File: config.mk
export PLATFORM = sky130hd
export DESIGN_NAME = isr_decoder
export DESIGN_NICKNAME = d
export VERILOG_FILES = /design/src/isr_decoder_pkg.sv /design/src/isr_decoder.sv /design/src/bus_ctl_decode.sv /design/src/alu_ctl_decode.sv /design/src/reg_port_decode.sv /design/src/isr_field_decode.sv
export VERILOG_INCLUDE_DIRS = /design/src
export SDC_FILE = /design/constraint.sdc
export NUM_CORES = 1
export LEC_CHECK = 0
export ABC_AREA = 1
export BUFFER_PORTS_ARGS = -buffer_cell sky130_fd_sc_hd__clkbuf_2
export CAP_MARGIN = 20
export CORE_ASPECT_RATIO = 1.5
export CORE_MARGIN = 2
export CORE_UTILIZATION = 55
export CTS_CLUSTER_DIAMETER = 120
export CTS_CLUSTER_SIZE = 30
export DETAILED_ROUTE_END_ITERATION = 8
export HOLD_SLACK_MARGIN = 0.08
export PLACE_DENSITY = 0.85
export SETUP_SLACK_MARGIN = 0.4
export SLEW_MARGIN = 40
export SYNTH_ARGS = -nofsm -noshare
export SYNTH_HDL_FRONTEND = slang
export SYNTH_HIERARCHICAL = 1
export SYNTH_SLANG_ARGS = --single-unit
File: constraint.sdc
create_clock -name clk -period 3.95 [get_ports clk]
set_clock_uncertainty 0.05 [all_clocks]
set_input_delay 0.5925 -clock clk [delete_from_list [all_inputs] [get_ports clk]]
set_output_delay 0.5925 -clock clk [all_outputs]
set_load 0.1 [all_outputs]
File: src/isr_decoder_defs.svh
`ifndef ISR_DECODER_DEFS_SVH
`define ISR_DECODER_DEFS_SVH

// instruction-state word layout
`define ISR_W       16
`define OP_W        6
`define MODE_W      2
`define REG_W       3
`define OP_LSB      10
`define F_MODE_LSB  8
`define F_REG_LSB   5
`define T_MODE_LSB  3
`define T_REG_LSB   0

`define NUM_REGS    8
`define PC_REG      7
`define SP_REG      6

// bit index of each timing phase
`define PH_IF0      0
`define PH_IF1      1
`define PH_FF0      2
`define PH_FF1      3
`define PH_FF2      4
`define PH_TF0      5
`define PH_TF1      6
`define PH_EX1      7
`define PH_IT0      8
`define PH_IT1      9
`define PH_IT2      10

`endif
File: src/isr_decoder_pkg.sv
`include "isr_decoder_defs.svh"

package isr_decoder_pkg;

    typedef logic [`ISR_W-1:0]    isr_t;
    typedef logic [`PH_IT2:0]     phase_t;   // one bit per phase
    typedef logic [`NUM_REGS-1:0] reg_sel_t; // bit n is register n

    typedef enum logic [`MODE_W-1:0] {
        MODE_D  = 2'd0, // direct
        MODE_I  = 2'd1, // indirect
        MODE_MI = 2'd2, // pre-decrement
        MODE_IP = 2'd3  // post-increment
    } addr_mode_e;

    // codes not listed here raise no operation term
    typedef enum logic [`OP_W-1:0] {
        OP_CLR = 6'b000100,
        OP_ASL = 6'b001000,
        OP_ASR = 6'b001001,
        OP_RLC = 6'b001010,
        OP_RRC = 6'b001011,
        OP_LSL = 6'b001100,
        OP_LSR = 6'b001101,
        OP_ROL = 6'b001110,
        OP_ROR = 6'b001111,
        OP_MOV = 6'b010000,
        OP_JMP = 6'b010001,
        OP_RET = 6'b010010,
        OP_RIT = 6'b010011,
        OP_ADD = 6'b010100,
        OP_RJP = 6'b010101,
        OP_ADC = 6'b010110,
        OP_SUB = 6'b011000,
        OP_SBC = 6'b011010,
        OP_CMP = 6'b011011,
        OP_OR  = 6'b100000,
        OP_XOR = 6'b100001,
        OP_AND = 6'b100010,
        OP_BIT = 6'b100011,
        OP_JSR = 6'b101100,
        OP_RJS = 6'b101101,
        OP_SVC = 6'b101110,
        OP_BRN = 6'b110000,
        OP_BRZ = 6'b110001,
        OP_BRV = 6'b110010,
        OP_BRC = 6'b110011,
        OP_RBN = 6'b111000,
        OP_RBZ = 6'b111001,
        OP_RBV = 6'b111010,
        OP_RBC = 6'b111011
    } ex_op_e;

endpackage

File: src/isr_decoder.sv
`timescale 1ns/100ps

module isr_decoder (
    input  logic                      clk,
    input  logic                      arst_n,
    input  logic                      isr_valid,
    input  isr_decoder_pkg::isr_t     isr,
    input  isr_decoder_pkg::phase_t   phase,
    input  logic                      psw_n,
    input  logic                      psw_z,
    input  logic                      psw_v,
    input  logic                      psw_c,
    output logic                      ctl_valid,
    output isr_decoder_pkg::reg_sel_t r_addr,
    output isr_decoder_pkg::reg_sel_t sr,
    output logic                      mda,
    output logic                      b0b,
    output logic                      smd,
    output logic                      sma,
    output logic                      sb0,
    output logic                      als,
    output logic                      alu_x,
    output logic                      alu_y,
    output logic                      alu_z,
    output logic                      alu_u,
    output logic                      alu_v,
    output logic                      shs,
    output logic                      sft_a,
    output logic                      sft_b,
    output logic                      sft_c,
    output logic                      sft_d,
    output logic                      sft_e,
    output logic                      sft_r,
    output logic                      sft_l,
    output logic                      set_psw,
    output logic                      f_is_d,
    output logic                      t_is_d
);
    import isr_decoder_pkg::*;

    ex_op_e     op;
    addr_mode_e f_mode;
    addr_mode_e t_mode;
    reg_sel_t   f_reg;
    reg_sel_t   t_reg;
    phase_t     phase_q;  // latched copies below
    logic       psw_n_q;
    logic       psw_z_q;
    logic       psw_v_q;
    logic       psw_c_q;

    isr_field_decode u_field (
        .clk(clk), .arst_n(arst_n), .isr_valid(isr_valid), .isr(isr),
        .phase_in(phase), .psw_n_in(psw_n), .psw_z_in(psw_z),
        .psw_v_in(psw_v), .psw_c_in(psw_c), .ctl_valid(ctl_valid),
        .op(op), .f_mode(f_mode), .t_mode(t_mode), .f_reg(f_reg), .t_reg(t_reg),
        .phase(phase_q), .psw_n(psw_n_q), .psw_z(psw_z_q),
        .psw_v(psw_v_q), .psw_c(psw_c_q)
    );

    reg_port_decode u_reg (
        .op(op), .f_mode(f_mode), .t_mode(t_mode), .f_reg(f_reg), .t_reg(t_reg),
        .phase(phase_q), .psw_n(psw_n_q), .psw_z(psw_z_q), .psw_v(psw_v_q),
        .psw_c(psw_c_q), .r_addr(r_addr), .sr(sr), .f_is_d(f_is_d), .t_is_d(t_is_d)
    );

    alu_ctl_decode u_alu (
        .op(op), .f_mode(f_mode), .phase(phase_q), .psw_c(psw_c_q),
        .alu_x(alu_x), .alu_y(alu_y), .alu_z(alu_z), .alu_u(alu_u), .alu_v(alu_v),
        .shs(shs), .sft_a(sft_a), .sft_b(sft_b), .sft_c(sft_c), .sft_d(sft_d),
        .sft_e(sft_e), .sft_r(sft_r), .sft_l(sft_l), .set_psw(set_psw)
    );

    bus_ctl_decode u_bus (
        .op(op), .phase(phase_q), .mda(mda), .b0b(b0b), .smd(smd),
        .sma(sma), .sb0(sb0), .als(als)
    );

endmodule

File: src/bus_ctl_decode.sv
`timescale 1ns/100ps
`include "isr_decoder_defs.svh"

module bus_ctl_decode (
    input  isr_decoder_pkg::ex_op_e op,
    input  isr_decoder_pkg::phase_t phase,
    output logic                    mda,
    output logic                    b0b,
    output logic                    smd,
    output logic                    sma,
    output logic                    sb0,
    output logic                    als
);
    import isr_decoder_pkg::*;

    logic shift_op;
    logic branch_op;
    logic b0b_op;

    assign shift_op  = op inside {OP_ASL, OP_ASR, OP_RLC, OP_RRC,
                                  OP_LSL, OP_LSR, OP_ROL, OP_ROR};
    assign branch_op = op inside {OP_BRN, OP_BRZ, OP_BRV, OP_BRC,
                                  OP_RBN, OP_RBZ, OP_RBV, OP_RBC};

    // two-operand, jump, call and branch ops
    assign b0b_op = branch_op |
                    (op inside {OP_MOV, OP_JMP, OP_ADD, OP_ADC, OP_RJP, OP_SUB, OP_SBC,
                                OP_CMP, OP_OR, OP_XOR, OP_AND, OP_BIT,
                                OP_JSR, OP_RJS, OP_SVC});

    assign mda = phase[`PH_FF2] | shift_op |
                 (op inside {OP_ADD, OP_ADC, OP_RJP, OP_SUB, OP_SBC, OP_CMP,
                             OP_OR, OP_XOR, OP_AND, OP_BIT,
                             OP_RBN, OP_RBZ, OP_RBV, OP_RBC});
    assign b0b = phase[`PH_EX1] | b0b_op;
    assign smd = phase[`PH_IF0] | phase[`PH_FF0] | phase[`PH_TF0] | shift_op |
                 (op inside {OP_CLR, OP_MOV, OP_ADD, OP_ADC, OP_RJP, OP_SUB, OP_SBC,
                             OP_OR, OP_XOR, OP_AND, OP_JSR, OP_RJS, OP_SVC});
    assign sma = phase[`PH_IF0] | phase[`PH_FF0] | phase[`PH_TF0] | phase[`PH_IT0];
    assign sb0 = phase[`PH_FF2];  // byte-zero path in the second from-fetch

    assign als = phase[`PH_IF0] | phase[`PH_IF1] | phase[`PH_FF0] | phase[`PH_FF1] |
                 phase[`PH_FF2] | phase[`PH_TF0] | phase[`PH_TF1] | phase[`PH_EX1] |
                 phase[`PH_IT0] | phase[`PH_IT1] |
                 b0b_op | (op inside {OP_CLR, OP_RET, OP_RIT});

endmodule

File: src/alu_ctl_decode.sv
`timescale 1ns/100ps
`include "isr_decoder_defs.svh"

module alu_ctl_decode (
    input  isr_decoder_pkg::ex_op_e     op,
    input  isr_decoder_pkg::addr_mode_e f_mode,
    input  isr_decoder_pkg::phase_t     phase,
    input  logic                        psw_c,
    output logic                        alu_x,
    output logic                        alu_y,
    output logic                        alu_z,
    output logic                        alu_u,
    output logic                        alu_v,
    output logic                        shs,
    output logic                        sft_a,
    output logic                        sft_b,
    output logic                        sft_c,
    output logic                        sft_d,
    output logic                        sft_e,
    output logic                        sft_r,
    output logic                        sft_l,
    output logic                        set_psw
);
    import isr_decoder_pkg::*;

    logic shift_op;
    logic br_op;
    logic rb_op;
    logic ph_y;

    assign shift_op = op inside {OP_ASL, OP_ASR, OP_RLC, OP_RRC,
                                 OP_LSL, OP_LSR, OP_ROL, OP_ROR};
    assign br_op    = op inside {OP_BRN, OP_BRZ, OP_BRV, OP_BRC};
    assign rb_op    = op inside {OP_RBN, OP_RBZ, OP_RBV, OP_RBC};

    // address and operand phases that pass through the ALU
    assign ph_y = phase[`PH_IF0] | phase[`PH_IF1] | phase[`PH_FF0] | phase[`PH_FF2] |
                  phase[`PH_TF0] | phase[`PH_TF1] | phase[`PH_EX1] |
                  phase[`PH_IT0] | phase[`PH_IT1];

    assign alu_x = (phase[`PH_FF0] & (f_mode == MODE_MI)) |
                   (op inside {OP_SUB, OP_SBC, OP_CMP});
    assign alu_y = ph_y | br_op |
                   (op inside {OP_MOV, OP_JMP, OP_RET, OP_RIT, OP_ADD, OP_ADC, OP_RJP,
                               OP_SUB, OP_SBC, OP_CMP, OP_JSR, OP_RJS, OP_SVC});
    assign alu_z = (op == OP_OR) | rb_op;
    assign alu_u = phase[`PH_IF1] | phase[`PH_TF1] | phase[`PH_IT1] |
                   (op inside {OP_SUB, OP_CMP}) |
                   (psw_c & (op inside {OP_ADC, OP_SBC})); // carry in
    assign alu_v = alu_y | (op == OP_XOR) | rb_op;

    assign shs   = shift_op;
    assign sft_a = (op == OP_ASR);
    assign sft_b = (op == OP_ROL);
    assign sft_c = op inside {OP_LSR, OP_ROL, OP_RLC};
    assign sft_d = (op == OP_ROR);
    assign sft_e = op inside {OP_RLC, OP_RRC};
    assign sft_r = op inside {OP_ASR, OP_ROR, OP_RRC};
    assign sft_l = op inside {OP_ASR, OP_LSR, OP_ROL, OP_RLC};

    assign set_psw = shift_op |
                     (op inside {OP_CLR, OP_MOV, OP_ADD, OP_ADC, OP_SUB, OP_SBC, OP_CMP,
                                 OP_OR, OP_XOR, OP_AND, OP_BIT});

endmodule

File: src/reg_port_decode.sv
`timescale 1ns/100ps
`include "isr_decoder_defs.svh"

module reg_port_decode (
    input  isr_decoder_pkg::ex_op_e     op,
    input  isr_decoder_pkg::addr_mode_e f_mode,
    input  isr_decoder_pkg::addr_mode_e t_mode,
    input  isr_decoder_pkg::reg_sel_t   f_reg,
    input  isr_decoder_pkg::reg_sel_t   t_reg,
    input  isr_decoder_pkg::phase_t     phase,
    input  logic                        psw_n,
    input  logic                        psw_z,
    input  logic                        psw_v,
    input  logic                        psw_c,
    output isr_decoder_pkg::reg_sel_t   r_addr,
    output isr_decoder_pkg::reg_sel_t   sr,
    output logic                        f_is_d,
    output logic                        t_is_d
);
    import isr_decoder_pkg::*;

    logic f_ip;
    logic t_ip;
    logic rd_f;
    logic rd_t;
    logic wr_f;
    logic wr_t;
    logic wb_op;
    logic br_taken;
    logic call_ex;

    assign f_is_d = (f_mode == MODE_D);
    assign t_is_d = (t_mode == MODE_D);
    assign f_ip   = (f_mode == MODE_IP);
    assign t_ip   = (t_mode == MODE_IP);

    // result goes back to a direct destination register
    assign wb_op = op inside {OP_CLR, OP_ASL, OP_ASR, OP_RLC, OP_RRC, OP_LSL, OP_LSR,
                              OP_ROL, OP_ROR, OP_MOV, OP_ADD, OP_ADC, OP_RJP,
                              OP_OR, OP_XOR, OP_AND};

    // BRx and RBx share one flag each
    assign br_taken = (psw_n & (op inside {OP_BRN, OP_RBN})) |
                      (psw_z & (op inside {OP_BRZ, OP_RBZ})) |
                      (psw_v & (op inside {OP_BRV, OP_RBV})) |
                      (psw_c & (op inside {OP_BRC, OP_RBC}));

    assign call_ex = phase[`PH_EX1] & (op inside {OP_JSR, OP_RJS, OP_SVC});

    assign rd_f = phase[`PH_FF0] | (phase[`PH_FF1] & f_ip);
    assign rd_t = phase[`PH_TF0] | (phase[`PH_TF1] & t_ip);
    assign wr_f = rd_f;                                      // same operand terms on write
    assign wr_t = (phase[`PH_TF1] & t_ip) | (wb_op & t_is_d); // no TF0 write

    always_comb begin
        r_addr = ({`NUM_REGS{rd_f}} & f_reg) | ({`NUM_REGS{rd_t}} & t_reg);
        r_addr[`SP_REG] = r_addr[`SP_REG] | (op inside {OP_RET, OP_RIT}) |
                          phase[`PH_IT0] | phase[`PH_IT1];
        r_addr[`PC_REG] = r_addr[`PC_REG] | phase[`PH_IF0] | phase[`PH_IF1] |
                          ((op == OP_RJS) & phase[`PH_EX1]);
    end

    always_comb begin
        sr = ({`NUM_REGS{wr_f}} & f_reg) | ({`NUM_REGS{wr_t}} & t_reg);
        sr[`SP_REG] = sr[`SP_REG] | phase[`PH_IT1];
        sr[`PC_REG] = sr[`PC_REG] | phase[`PH_IF1] | phase[`PH_IT2] |
                      (op inside {OP_JMP, OP_RET, OP_RIT}) |
                      br_taken | call_ex;
    end

endmodule

File: src/isr_field_decode.sv
`timescale 1ns/100ps
`include "isr_decoder_defs.svh"

module isr_field_decode (
    input  logic                        clk,
    input  logic                        arst_n,
    input  logic                        isr_valid,
    input  isr_decoder_pkg::isr_t       isr,
    input  isr_decoder_pkg::phase_t     phase_in,
    input  logic                        psw_n_in,
    input  logic                        psw_z_in,
    input  logic                        psw_v_in,
    input  logic                        psw_c_in,
    output logic                        ctl_valid,
    output isr_decoder_pkg::ex_op_e     op,
    output isr_decoder_pkg::addr_mode_e f_mode,
    output isr_decoder_pkg::addr_mode_e t_mode,
    output isr_decoder_pkg::reg_sel_t   f_reg,
    output isr_decoder_pkg::reg_sel_t   t_reg,
    output isr_decoder_pkg::phase_t     phase,
    output logic                        psw_n,
    output logic                        psw_z,
    output logic                        psw_v,
    output logic                        psw_c
);
    import isr_decoder_pkg::*;

    isr_t              isr_q;
    logic [`REG_W-1:0] f_idx;
    logic [`REG_W-1:0] t_idx;

    always_ff @(posedge clk or negedge arst_n) begin
        if (!arst_n) begin
            ctl_valid <= 1'b0;
            isr_q     <= '0;
            phase     <= '0;
            psw_n     <= 1'b0;
            psw_z     <= 1'b0;
            psw_v     <= 1'b0;
            psw_c     <= 1'b0;
        end else begin
            ctl_valid <= isr_valid; // one cycle per strobe
            if (isr_valid) begin
                isr_q <= isr;
                phase <= phase_in;
                psw_n <= psw_n_in;
                psw_z <= psw_z_in;
                psw_v <= psw_v_in;
                psw_c <= psw_c_in;
            end
        end
    end

    assign op     = ex_op_e'(isr_q[`OP_LSB +: `OP_W]);
    assign f_mode = addr_mode_e'(isr_q[`F_MODE_LSB +: `MODE_W]);
    assign t_mode = addr_mode_e'(isr_q[`T_MODE_LSB +: `MODE_W]);
    assign f_idx  = isr_q[`F_REG_LSB +: `REG_W];
    assign t_idx  = isr_q[`T_REG_LSB +: `REG_W];

    // register fields as one-hot selects
    assign f_reg = reg_sel_t'(1) << f_idx;
    assign t_reg = reg_sel_t'(1) << t_idx;

endmodule

==> flow_metrics.tcl, run 1 <==
set metrics [dict create \
    hold_path.class "in -> async" \
    worst_pin_slew_ns 0.705 \
    yosysTopAreaCell "dfrtp_1" \
    drtIter0Drc 125 \
    synthArstFlopShare_pct 100 \
    drc 0 \
    clkLatencyLatePin_ns 0.28 \
    synth-edff-count 0 \
    worstSetupEndpointType "output port" \
    yosysMostFrequentCell "nand2_1" \
    numCtsBuffers 5 \
    cp_data_required_time_ns 3.31 \
    rows 29 \
    cts_num_sinks 32 \
    syn_area_sq_mm 0.00239 \
    core-area_sq_mm 0.00421 \
    syn_to_final_growth_pct 17.1 \
    ctsHoldBuffers 0 \
    wirelength_um 5990 \
    ant_nets 0 \
    route.detailed.wl_per_inst_um 11.7 \
    slew_headroom_pct 53.0 \
    clockBufferDepth 2 \
    placedInstanceArea_sq_mm 0.00271 \
    die_h_um 84.7 \
    status "completed" \
    ctsHtreeMaxLevel 2 \
    antenna_found_initial 0 \
    synth_top_cell_area_share_pct 33.5 \
    synth_cell_types 25 \
    post-cts-setup-buffer-count 0 \
    p_per_area_mw_per_mm2 411 \
    grt_usage_pct 26.4 \
    synth_ff_type "dfrtp_1" \
    num_vias 2629 \
    finalHoldViolCount 0 \
    antennaDiodeCount 0 \
    crit_top_cell "nand2_1" \
    critPathSlowestCell "dfrtp_1" \
    period_share_pct 72.0 \
    internal-power_mw 0.590 \
    cp_cell_sequence "inv_1, nand2_1, nand4_1, nand2_1, nand2_1, nand2_1, nand2_2, nand2_4, nand2_1, nand2_1, clkbuf_2" \
    switching_share_pct 48.7 \
    fmax_ghz 0.351 \
    die_area_sq_mm 0.00490 \
    initial_core_util_pct 56.8 \
    post_cts_resized 0 \
    grt_pass1_wl_um 10300 \
    grt_max_degree 34 \
    dpl.hpwl_um 4530 \
    path_clk_slew_ns 0.06 \
    combPwrFrac_pct 41.9 \
    leakage_nw 1.69 \
    synthCells 402 \
    ys_seq_area_share_pct 33.5 \
    whs_ns 0.302 \
    finalInstanceArea_sq_mm 0.00280 \
    slowest_delay_ns 0.67 \
    tritoncts "built" \
    synth_seq_cells 32 \
    rsz0062_at_grt "no" \
    grt_remaining_overflow 0 \
    tns_ns 0 \
    finalNetCount 498 \
    grt_pass1_vias 2426 \
    syn_area_per_cell_sq_um 5.94 \
    syn_nets 436 \
    criticalPathCategory "reg -> out" \
    ys_top_cells_by_count "184 x nand2_1, 54 x nor2_1, 41 x inv_1" \
    vias_per_cell 5.14 \
    critPathLaunchType "flip-flop" \
    finalMaxSlewViolations 0 \
    worst-path-max-fanout 14 \
    layout_min_cycle_time_ns 2.85 \
    die_w_um 57.8 \
    seqPwrFrac_pct 35.4 \
    clock_power_share_pct 22.7 \
    ir_drop_uv 358 \
    port_buffers 72 \
    io_pins 73 \
    crit_arrival_ns 2.20 \
    p_switching_mw 0.560 \
    drive_gt1_share_pct 21.3 \
    synth_warnings 6 \
    drt-pass1-iter-count 6 \
    gp_congestion 0.953 \
    setup_viol_count_final 0 \
    cts_root_buffer "clkbuf_8" \
    drv_cap 0 \
    yosys-top-cells-area "dfrtp_1 34%, nand2_1 29%, nor2_1 8.5%" \
]
path summary, 6_finish.rpt:
kind                                                 end                           from  slack, ns  cells after the start
setup / recovery                                   sr[3]  u_field/isr_q[12]$_DFFE_PN0P_       1.10                     11
hold / removal               u_field/ctl_valid$_DFF_PN0_                         arst_n       0.30                      1
setup reg to reg           u_field/isr_q[11]$_DFFE_PN0P_  u_field/isr_q[11]$_DFFE_PN0P_       2.92                      2
hold reg to reg                u_field/psw_n$_DFFE_PN0P_      u_field/psw_n$_DFFE_PN0P_       0.43                      2
max in group asynchronous      u_field/psw_n$_DFFE_PN0P_                         arst_n       3.09                      1
min in group clk               u_field/psw_n$_DFFE_PN0P_      u_field/psw_n$_DFFE_PN0P_       0.43                      2
per-layer routing:
metal / routed length, um / up-vias / global-route usage (%)
li1: - / 1342 / -
met1: 2410 / 1181 / 31.3
met2: 3130 / 93 / 47.5
met3: 325 / 13 / 3.39
met4: 119 / 0 / 9.30
met5: 0 / - / 0
power groups by stage:
stage	sequential, mW	combinational [mW]	clock (mW)
2_1_floorplan	0.385	0.427	0
3_3_place_gp	0.410	0.475	0
3_5_place_dp	0.412	0.481	0
4_1_cts	0.406	0.482	0.269
5_1_grt	0.413	0.517	0.279
6_report	0.407	0.482	0.261
area by class of cell:
class / instances / area [sq um]
fill: 394 / 1410
multi-input combinational: 306 / 1310
sequential: 32 / 801
timing repair buffer: 72 / 360
inverter: 47 / 176
clock buffer: 7 / 86.3
tap: 46 / 57.6
clock inverter: 1 / 7.51
cells in the final DEF, fill, tap and decap left out, types with 2 or more instances in the layout:
cell type  Yosys  routed
inv_1         41      41
inv_2          6       6
nand3_1       32      32
nor2_4         3       3
nand2_1      184     184
nand2_2        4       4
nand4_1        6       6
o21ai_0        3       3
nand3b_1       2       2
dfrtp_1       32      32
clkbuf_8       0       6
nor2_1        54      53
nor2_2         2       3
a21oi_1        5       5
nor3_1         2       2
clkbuf_2       0      71
critical path: cells and delay by family, from the launching register on:
family	cells	cell delay (ns)
buf+inv	2	0.60
simple gates	9	0.63
flops	1	0.67
per-stage QoR:
step | setup slack, ns | util, % | cells | total power, mW
final | 1.10 | 66.5 | 511 | 1.15
after global routing | 0.918 | 66.5 | 511 | 1.21
after CTS | 1.12 | 66.5 | 511 | 1.16
after detailed placement | 1.44 | 64.3 | 503 | 0.893
after global placement | 1.47 | 64.3 | 503 | 0.885
after floorplan | 0.419 | - | 402 | 0.812
cells by family (layout without fill, tap and decap cells):
family / count (synthesis) / after routing / synth area share [%]
buffers and inverters: 64 / 127 / 12.1
AND/OR/NAND/NOR: 293 / 293 / 51.1
flip-flops: 32 / 32 / 33.5
AO/OA/AOI/OAI: 13 / 13 / 3.30
flip-flops by register name, summed over array words and instances, names as in the netlist:
register and cells:
u_field/ctl_valid 1, u_field/phase 11, u_field/psw_z 1, u_field/psw_n 1, u_field/psw_c 1, u_field/isr_q 16, u_field/psw_v 1
(Power assumes the default switching activity.)
==> run 2, diff against run 1 <==
- CORE_UTILIZATION: 55 -> 52
- PLACE_DENSITY: 0.85 -> 0.81
- clock period: 3.95 -> 2.8 ns (I/O delays scaled with it)
==> run 2 against run 1 <==
  * Clock-buffer cell count down 2
  * Power rose by 55%
  * Non-clock buffer count increased by 10
  * Die area up 5.4%
  * Critical path depth is the same
  * Core utilization grew 3.5 points
  * Register-to-register slack lost 1.1 ns
  * Global-route usage up 1.7 points
  * Combinational power grew 62%
  * Sequential cell count unchanged
  * Largest cell class unchanged
==> flow_metrics.tcl, run 2 (same netlist as run 1, synthesis figures left out) <==
set metrics [dict create \
    critPathTopFamily "simple AND/OR/NAND/NOR gates" \
    final_common_cell "nand2_1" \
    period_share_pct 84.7 \
    grt_pass1_wl_um 11200 \
    grt_usage_pct 28.0 \
    leakage_nw 1.79 \
    grt_pass1_vias 2516 \
    io_pins 73 \
    vias_per_cell 5.14 \
    finalInstanceArea_sq_mm 0.00313 \
    seqCellArea_sq_um 808 \
    gp_congestion 0.918 \
    ctsHtreeMaxLevel 2 \
    grt_remaining_overflow 0 \
    path_clk_slew_ns 0.07 \
    rows 30 \
    fin_util_pct 70.0 \
    internal-power_mw 0.956 \
    num_vias 2687 \
    busiest_layer "met2" \
    die_w_um 59.4 \
    dpl.hpwl_um 4940 \
    ant_nets 0 \
    cp_data_required_time_ns 2.33 \
    finalNetCount 508 \
    p_per_area_mw_per_mm2 571 \
    clock_power_share_pct 24.5 \
    die_h_um 87.0 \
    wirelength_um 6750 \
    drt-pass1-iter-count 5 \
    initial_core_util_pct 53.5 \
    rsz0062_at_grt "yes" \
    rr_worst_depth 3 \
    tritoncts "built" \
    fmax_ghz 0.422 \
    cp_cell_sequence "buf_4, nand2_2, nand3_1, nand2_1, nand2_1, nand2_1, nand2_2, nand2_4, nand2_1, nand2_2, buf_6" \
    use_met1_pct 32.5 \
    drtIter0Drc 129 \
    hold_path.class "in -> async" \
    critPathSlowestCell "dfrtp_2" \
    cts_num_sinks 32 \
    multi_input_area_sq_mm 0.00141 \
    core-area_sq_mm 0.00447 \
    slew_headroom_pct 53.2 \
    clkLatencyLatePin_ns 0.28 \
    largest_register_ffs 16 \
    die_area_sq_mm 0.00516 \
    tns_ns 0 \
    grtUsageMet2_pct 49.8 \
    mostFrequentLayoutCells "174 x nand2_1, 51 x clkbuf_2, 47 x nor2_1" \
    criticalPathCategory "reg -> out" \
    syn_to_final_growth_pct 30.8 \
    crit_top_cell "nand2_1" \
    grtUsageMet3_pct 4.61 \
    ctsHoldBuffers 0 \
    combPwrFrac_pct 43.8 \
    drv_cap 0 \
    worstSetupEndpointType "output port" \
    seqPwrFrac_pct 31.7 \
    crit_arrival_ns 1.90 \
    reg_top3 "u_field/isr_q x16, u_field/phase x11" \
    switching_share_pct 46.4 \
    drive_gt1_share_pct 28.6 \
    layout_min_cycle_time_ns 2.37 \
    numCtsBuffers 5 \
    rrSetupSlack_ns 1.83 \
    clockBufferDepth 2 \
    drc 0 \
    worst-path-max-fanout 10 \
    cts_root_buffer "clkbuf_8" \
    slowest_delay_ns 0.48 \
    port_buffers 72 \
    reg2reg_to "u_field/isr_q[15]$_DFFE_PN0P_" \
    route.detailed.wl_per_inst_um 12.9 \
    p_switching_mw 0.829 \
    finalMaxSlewViolations 0 \
    placedInstanceArea_sq_mm 0.00283 \
    ir_drop_uv 521 \
    r2r_start "u_field/isr_q[15]$_DFFE_PN0P_" \
    finalHoldViolCount 0 \
    path_buf_inv 2 \
    fillers 369 \
    worst_pin_slew_ns 0.702 \
    setup_viol_count_final 0 \
    status "completed" \
    regMostFlops "u_field/isr_q" \
    grt_max_degree 34 \
    antennaDiodeCount 0 \
    antenna_found_initial 0 \
    critPathLaunchType "flip-flop" \
]
run 2: cell types whose count changed in the layout (fill, tap and decap cells not counted), sizes merged:
| cell | change |
|---|---|
| buf | +22 |
| bufinv | +1 |
| clkbuf | -14 |
| clkinv | +1 |
run 2: timing repair:
action,CTS,global route
setup buffers,0,5
gates resized for setup,27,28
setup endpoints to repair,21,21
endpoints found under the hold margin,0,0
run 2: cell type report:
class                      instances  area share (%)
inverter                          47            5.64
multi-input combinational        306            45.0
sequential                        32            25.9
timing repair buffer              82            18.1
clock buffer                       5            2.20
tap                               48            1.92
clock inverter                     3            1.36
run 2: worst register-to-register path: stages (launching register included):
cell	delay [ns]
dfrtp_2	0.47
buf_4	0.20
nand2_1	0.08
nand2_1	0.05
run 2: worst max path at each step:
stage,start,endpoint,slack (ns),cells after the start
finish,u_field/isr_q[11]$_DFFE_PN0P_,sr[2],0.43,11
global route,u_field/phase[6]$_DFFE_PN0P_,r_addr[7],0.37,5
detailed placement,u_field/isr_q[12]$_DFFE_PN0P_,sr[3],0.46,11
floorplan,u_field/isr_q[14]$_DFFE_PN0P_,r_addr[7],0.18,6
global placement,u_field/isr_q[12]$_DFFE_PN0P_,sr[2],0.54,11
CTS,u_field/isr_q[10]$_DFFE_PN0P_,sr[2],0.31,11
run 2: routing by layer:
layer	vias to the layer above	share of wire, %
met4	0	2.6
li1	1365	-
met5	-	0
met2	100	54
met1	1207	38
met3	15	5.5
run 2: power groups by stage:
stage / registers (mW) / clock network, mW / logic [mW]
after CTS: 0.566 / 0.445 / 0.747
after global routing: 0.572 / 0.469 / 0.834
after floorplan: 0.543 / 0 / 0.624
after global placement: 0.572 / 0 / 0.715
after detailed placement: 0.573 / 0 / 0.721
final: 0.566 / 0.438 / 0.782
run 2: through the flow:
stage	cells	hold slack (ns)	setup WS, ns	total power, mW
global placement	510	0.405	0.536	1.29
global route	523	0.183	0.369	1.88
CTS	518	0.173	0.311	1.76
detailed placement	510	0.410	0.458	1.29
finish	523	0.124	0.428	1.79
floorplan	402	0.0744	0.183	1.17
==> run 3, diff against run 2 <==
- clock period: 2.8 -> 2.38 ns (I/O delays scaled with it)
==> run 3 against run 2 <==
  * Sequential cell count unchanged
  * Worst setup slack got worse by 0.32 ns
  * Final area increased by 31%
  * Global-route usage increased by 2.2 points
  * Clock power decreased by 3%
  * Sequential power increased by 19%
  * Non-clock buffer count increased by 28
  * Die area unchanged
  * Core utilization increased by 21 points
  * Register-to-register slack got worse by 0.63 ns
  * Worst hold slack got worse by 0.069 ns
  * Largest cell class unchanged
==> flow_metrics.tcl, run 3 (same netlist as run 1, synthesis figures left out) <==
set metrics [dict create \
    drv_cap 0 \
    die_h_um 87.0 \
    grt_remaining_overflow 0 \
    critPathLaunchType "flip-flop" \
    seqCellArea_sq_um 815 \
    cts_num_sinks 32 \
    regMostFlops "u_field/isr_q" \
    period_share_pct 95.4 \
    hold_path.class "in -> async" \
    slew_headroom_pct 54.6 \
    ant_nets 0 \
    cts_root_buffer "clkbuf_8" \
    die_area_sq_mm 0.00516 \
    path_clk_slew_ns 0.06 \
    worstSetupEndpointType "output port" \
    rrSetupSlack_ns 1.20 \
    syn_to_final_growth_pct 70.7 \
    antennaDiodeCount 0 \
    reg2reg_to "u_field/isr_q[12]$_DFFE_PN0P_" \
    grt_usage_pct 30.3 \
    status "completed" \
    setup_viol_count_final 0 \
    fmax_ghz 0.440 \
    largest_register_ffs 16 \
    wirelength_um 10700 \
    worst_slack_ns 0.109 \
    setup.worst_path.start "u_field/isr_q[15]$_DFFE_PN0P_" \
    multi_input_area_sq_mm 0.00177 \
    ctsHtreeMaxLevel 2 \
    fin_cells 551 \
    rows 30 \
    drive_gt1_share_pct 45.3 \
    tns_ns 0 \
    p_per_area_mw_per_mm2 585 \
    final_common_cell "nand2_1" \
    cp_data_required_time_ns 1.97 \
    antenna_found_initial 0 \
    fillers 167 \
    drtIter0Drc 606 \
    tritoncts "built" \
    ctsHoldBuffers 0 \
    placement.setup.worst_slack_ns 0.275 \
    dpl.hpwl_um 4880 \
    core-area_sq_mm 0.00447 \
    drc 0 \
    mostFrequentLayoutCells "152 x nand2_1, 37 x clkbuf_2, 33 x inv_1" \
    r2r_start "u_field/isr_q[12]$_DFFE_PN0P_" \
    clkLatencyLatePin_ns 0.28 \
    gp_congestion 0.928 \
    grt_pass1_wl_um 12000 \
    num_vias 3432 \
    rr_worst_depth 5 \
    worst_pin_slew_ns 0.682 \
    io_pins 73 \
    rsz0062_at_grt "yes" \
    initial_core_util_pct 53.5 \
    finalMaxSlewViolations 0 \
    port_buffers 72 \
    numCtsBuffers 5 \
    finalNetCount 536 \
    clockBufferDepth 2 \
    worst-path-max-fanout 8 \
    die_w_um 59.4 \
    grt_pass1_vias 2795 \
    crit_arrival_ns 1.86 \
    grt_max_degree 34 \
    whs_ns 0.0550 \
    dpl.cell_count 509 \
    power.total_mw 2.39 \
    vias_per_cell 6.23 \
    endpoint "sr[1]" \
    reg_top3 "u_field/isr_q x16, u_field/phase x11" \
    drt-pass1-iter-count 5 \
    finalHoldViolCount 0 \
    leakage_nw 2.14 \
    criticalPathCategory "reg -> out" \
    route.detailed.wl_per_inst_um 19.4 \
    layout_min_cycle_time_ns 2.27 \
    ir_drop_uv 527 \
]
## run 3: cell types whose count changed in the layout (fill, tap and decap cells not counted), sizes merged
cell	previous run	this run
bufinv	1	0
clkbuf	64	51
clkinv	1	0
buf	23	67
clkinvlp	1	0
## run 3: per-stage QoR
stage          utilization, %  area, sq um
2_1_floorplan               -         2620
3_3_place_gp             72.1         3220
4_1_cts                  81.4         3630
5_1_grt                  91.3         4080
3_5_place_dp             72.1         3220
6_report                 91.3         4080
## run 3: timing repair
action	in CTS	in global routing
setup buffers	16	18
resized for setup	60	92
setup endpoints to repair	34	34
pin swaps	7	12
## run 3: worst min-delay path by stage
stage | start | endpoint | slack [ns] | depth (start not counted)
after CTS | arst_n | u_field/phase[4]$_DFFE_PN0P_ | 0.11 | 1
after floorplan | arst_n | u_field/ctl_valid$_DFF_PN0_ | 0.01 | 0
after global routing | arst_n | u_field/phase[1]$_DFFE_PN0P_ | 0.13 | 1
after global placement | arst_n | u_field/phase[4]$_DFFE_PN0P_ | 0.40 | 1
after detailed placement | arst_n | u_field/phase[4]$_DFFE_PN0P_ | 0.41 | 1
final | arst_n | u_field/phase[5]$_DFFE_PN0P_ | 0.05 | 1
## run 3: where the power goes
group | internal, mW | switching (mW)
combinational | 0.411 | 0.877
sequential | 0.595 | 0.0787
clock | 0.235 | 0.188
total | 1.24 | 1.14
## run 3: routing by layer
metal | vias to the layer above | part of all wire, % | global-route usage (%)
li1 | 1422 | - | -
met1 | 1597 | 34 | 36.1
met2 | 331 | 50 | 50.4
met3 | 82 | 10 | 4.61
met4 | 0 | 6.1 | 17.1
met5 | - | 0 | 0
## run 3: worst max-delay path: stages, from the launching register on
cell     delay [ns]
dfrtp_2        0.44
inv_2          0.08
nand2_1        0.08
nand2_1        0.12
nand3_2        0.07
nand2_1        0.08
nand2_1        0.06
nand2_1        0.07
nand2_2        0.09
nand2_8        0.13
nand2_2        0.09
nand2_4        0.08
buf_12         0.17
## run 3: layout make-up
| type | instances | area share [%] |
|---|---|---|
| multi-input cells | 306 | 43.4 |
| flip-flops and latches | 32 | 20.0 |
| clock buffers | 8 | 2.21 |
| inverters | 47 | 4.51 |
| well taps | 48 | 1.47 |
| repair buffers | 110 | 28.4 |
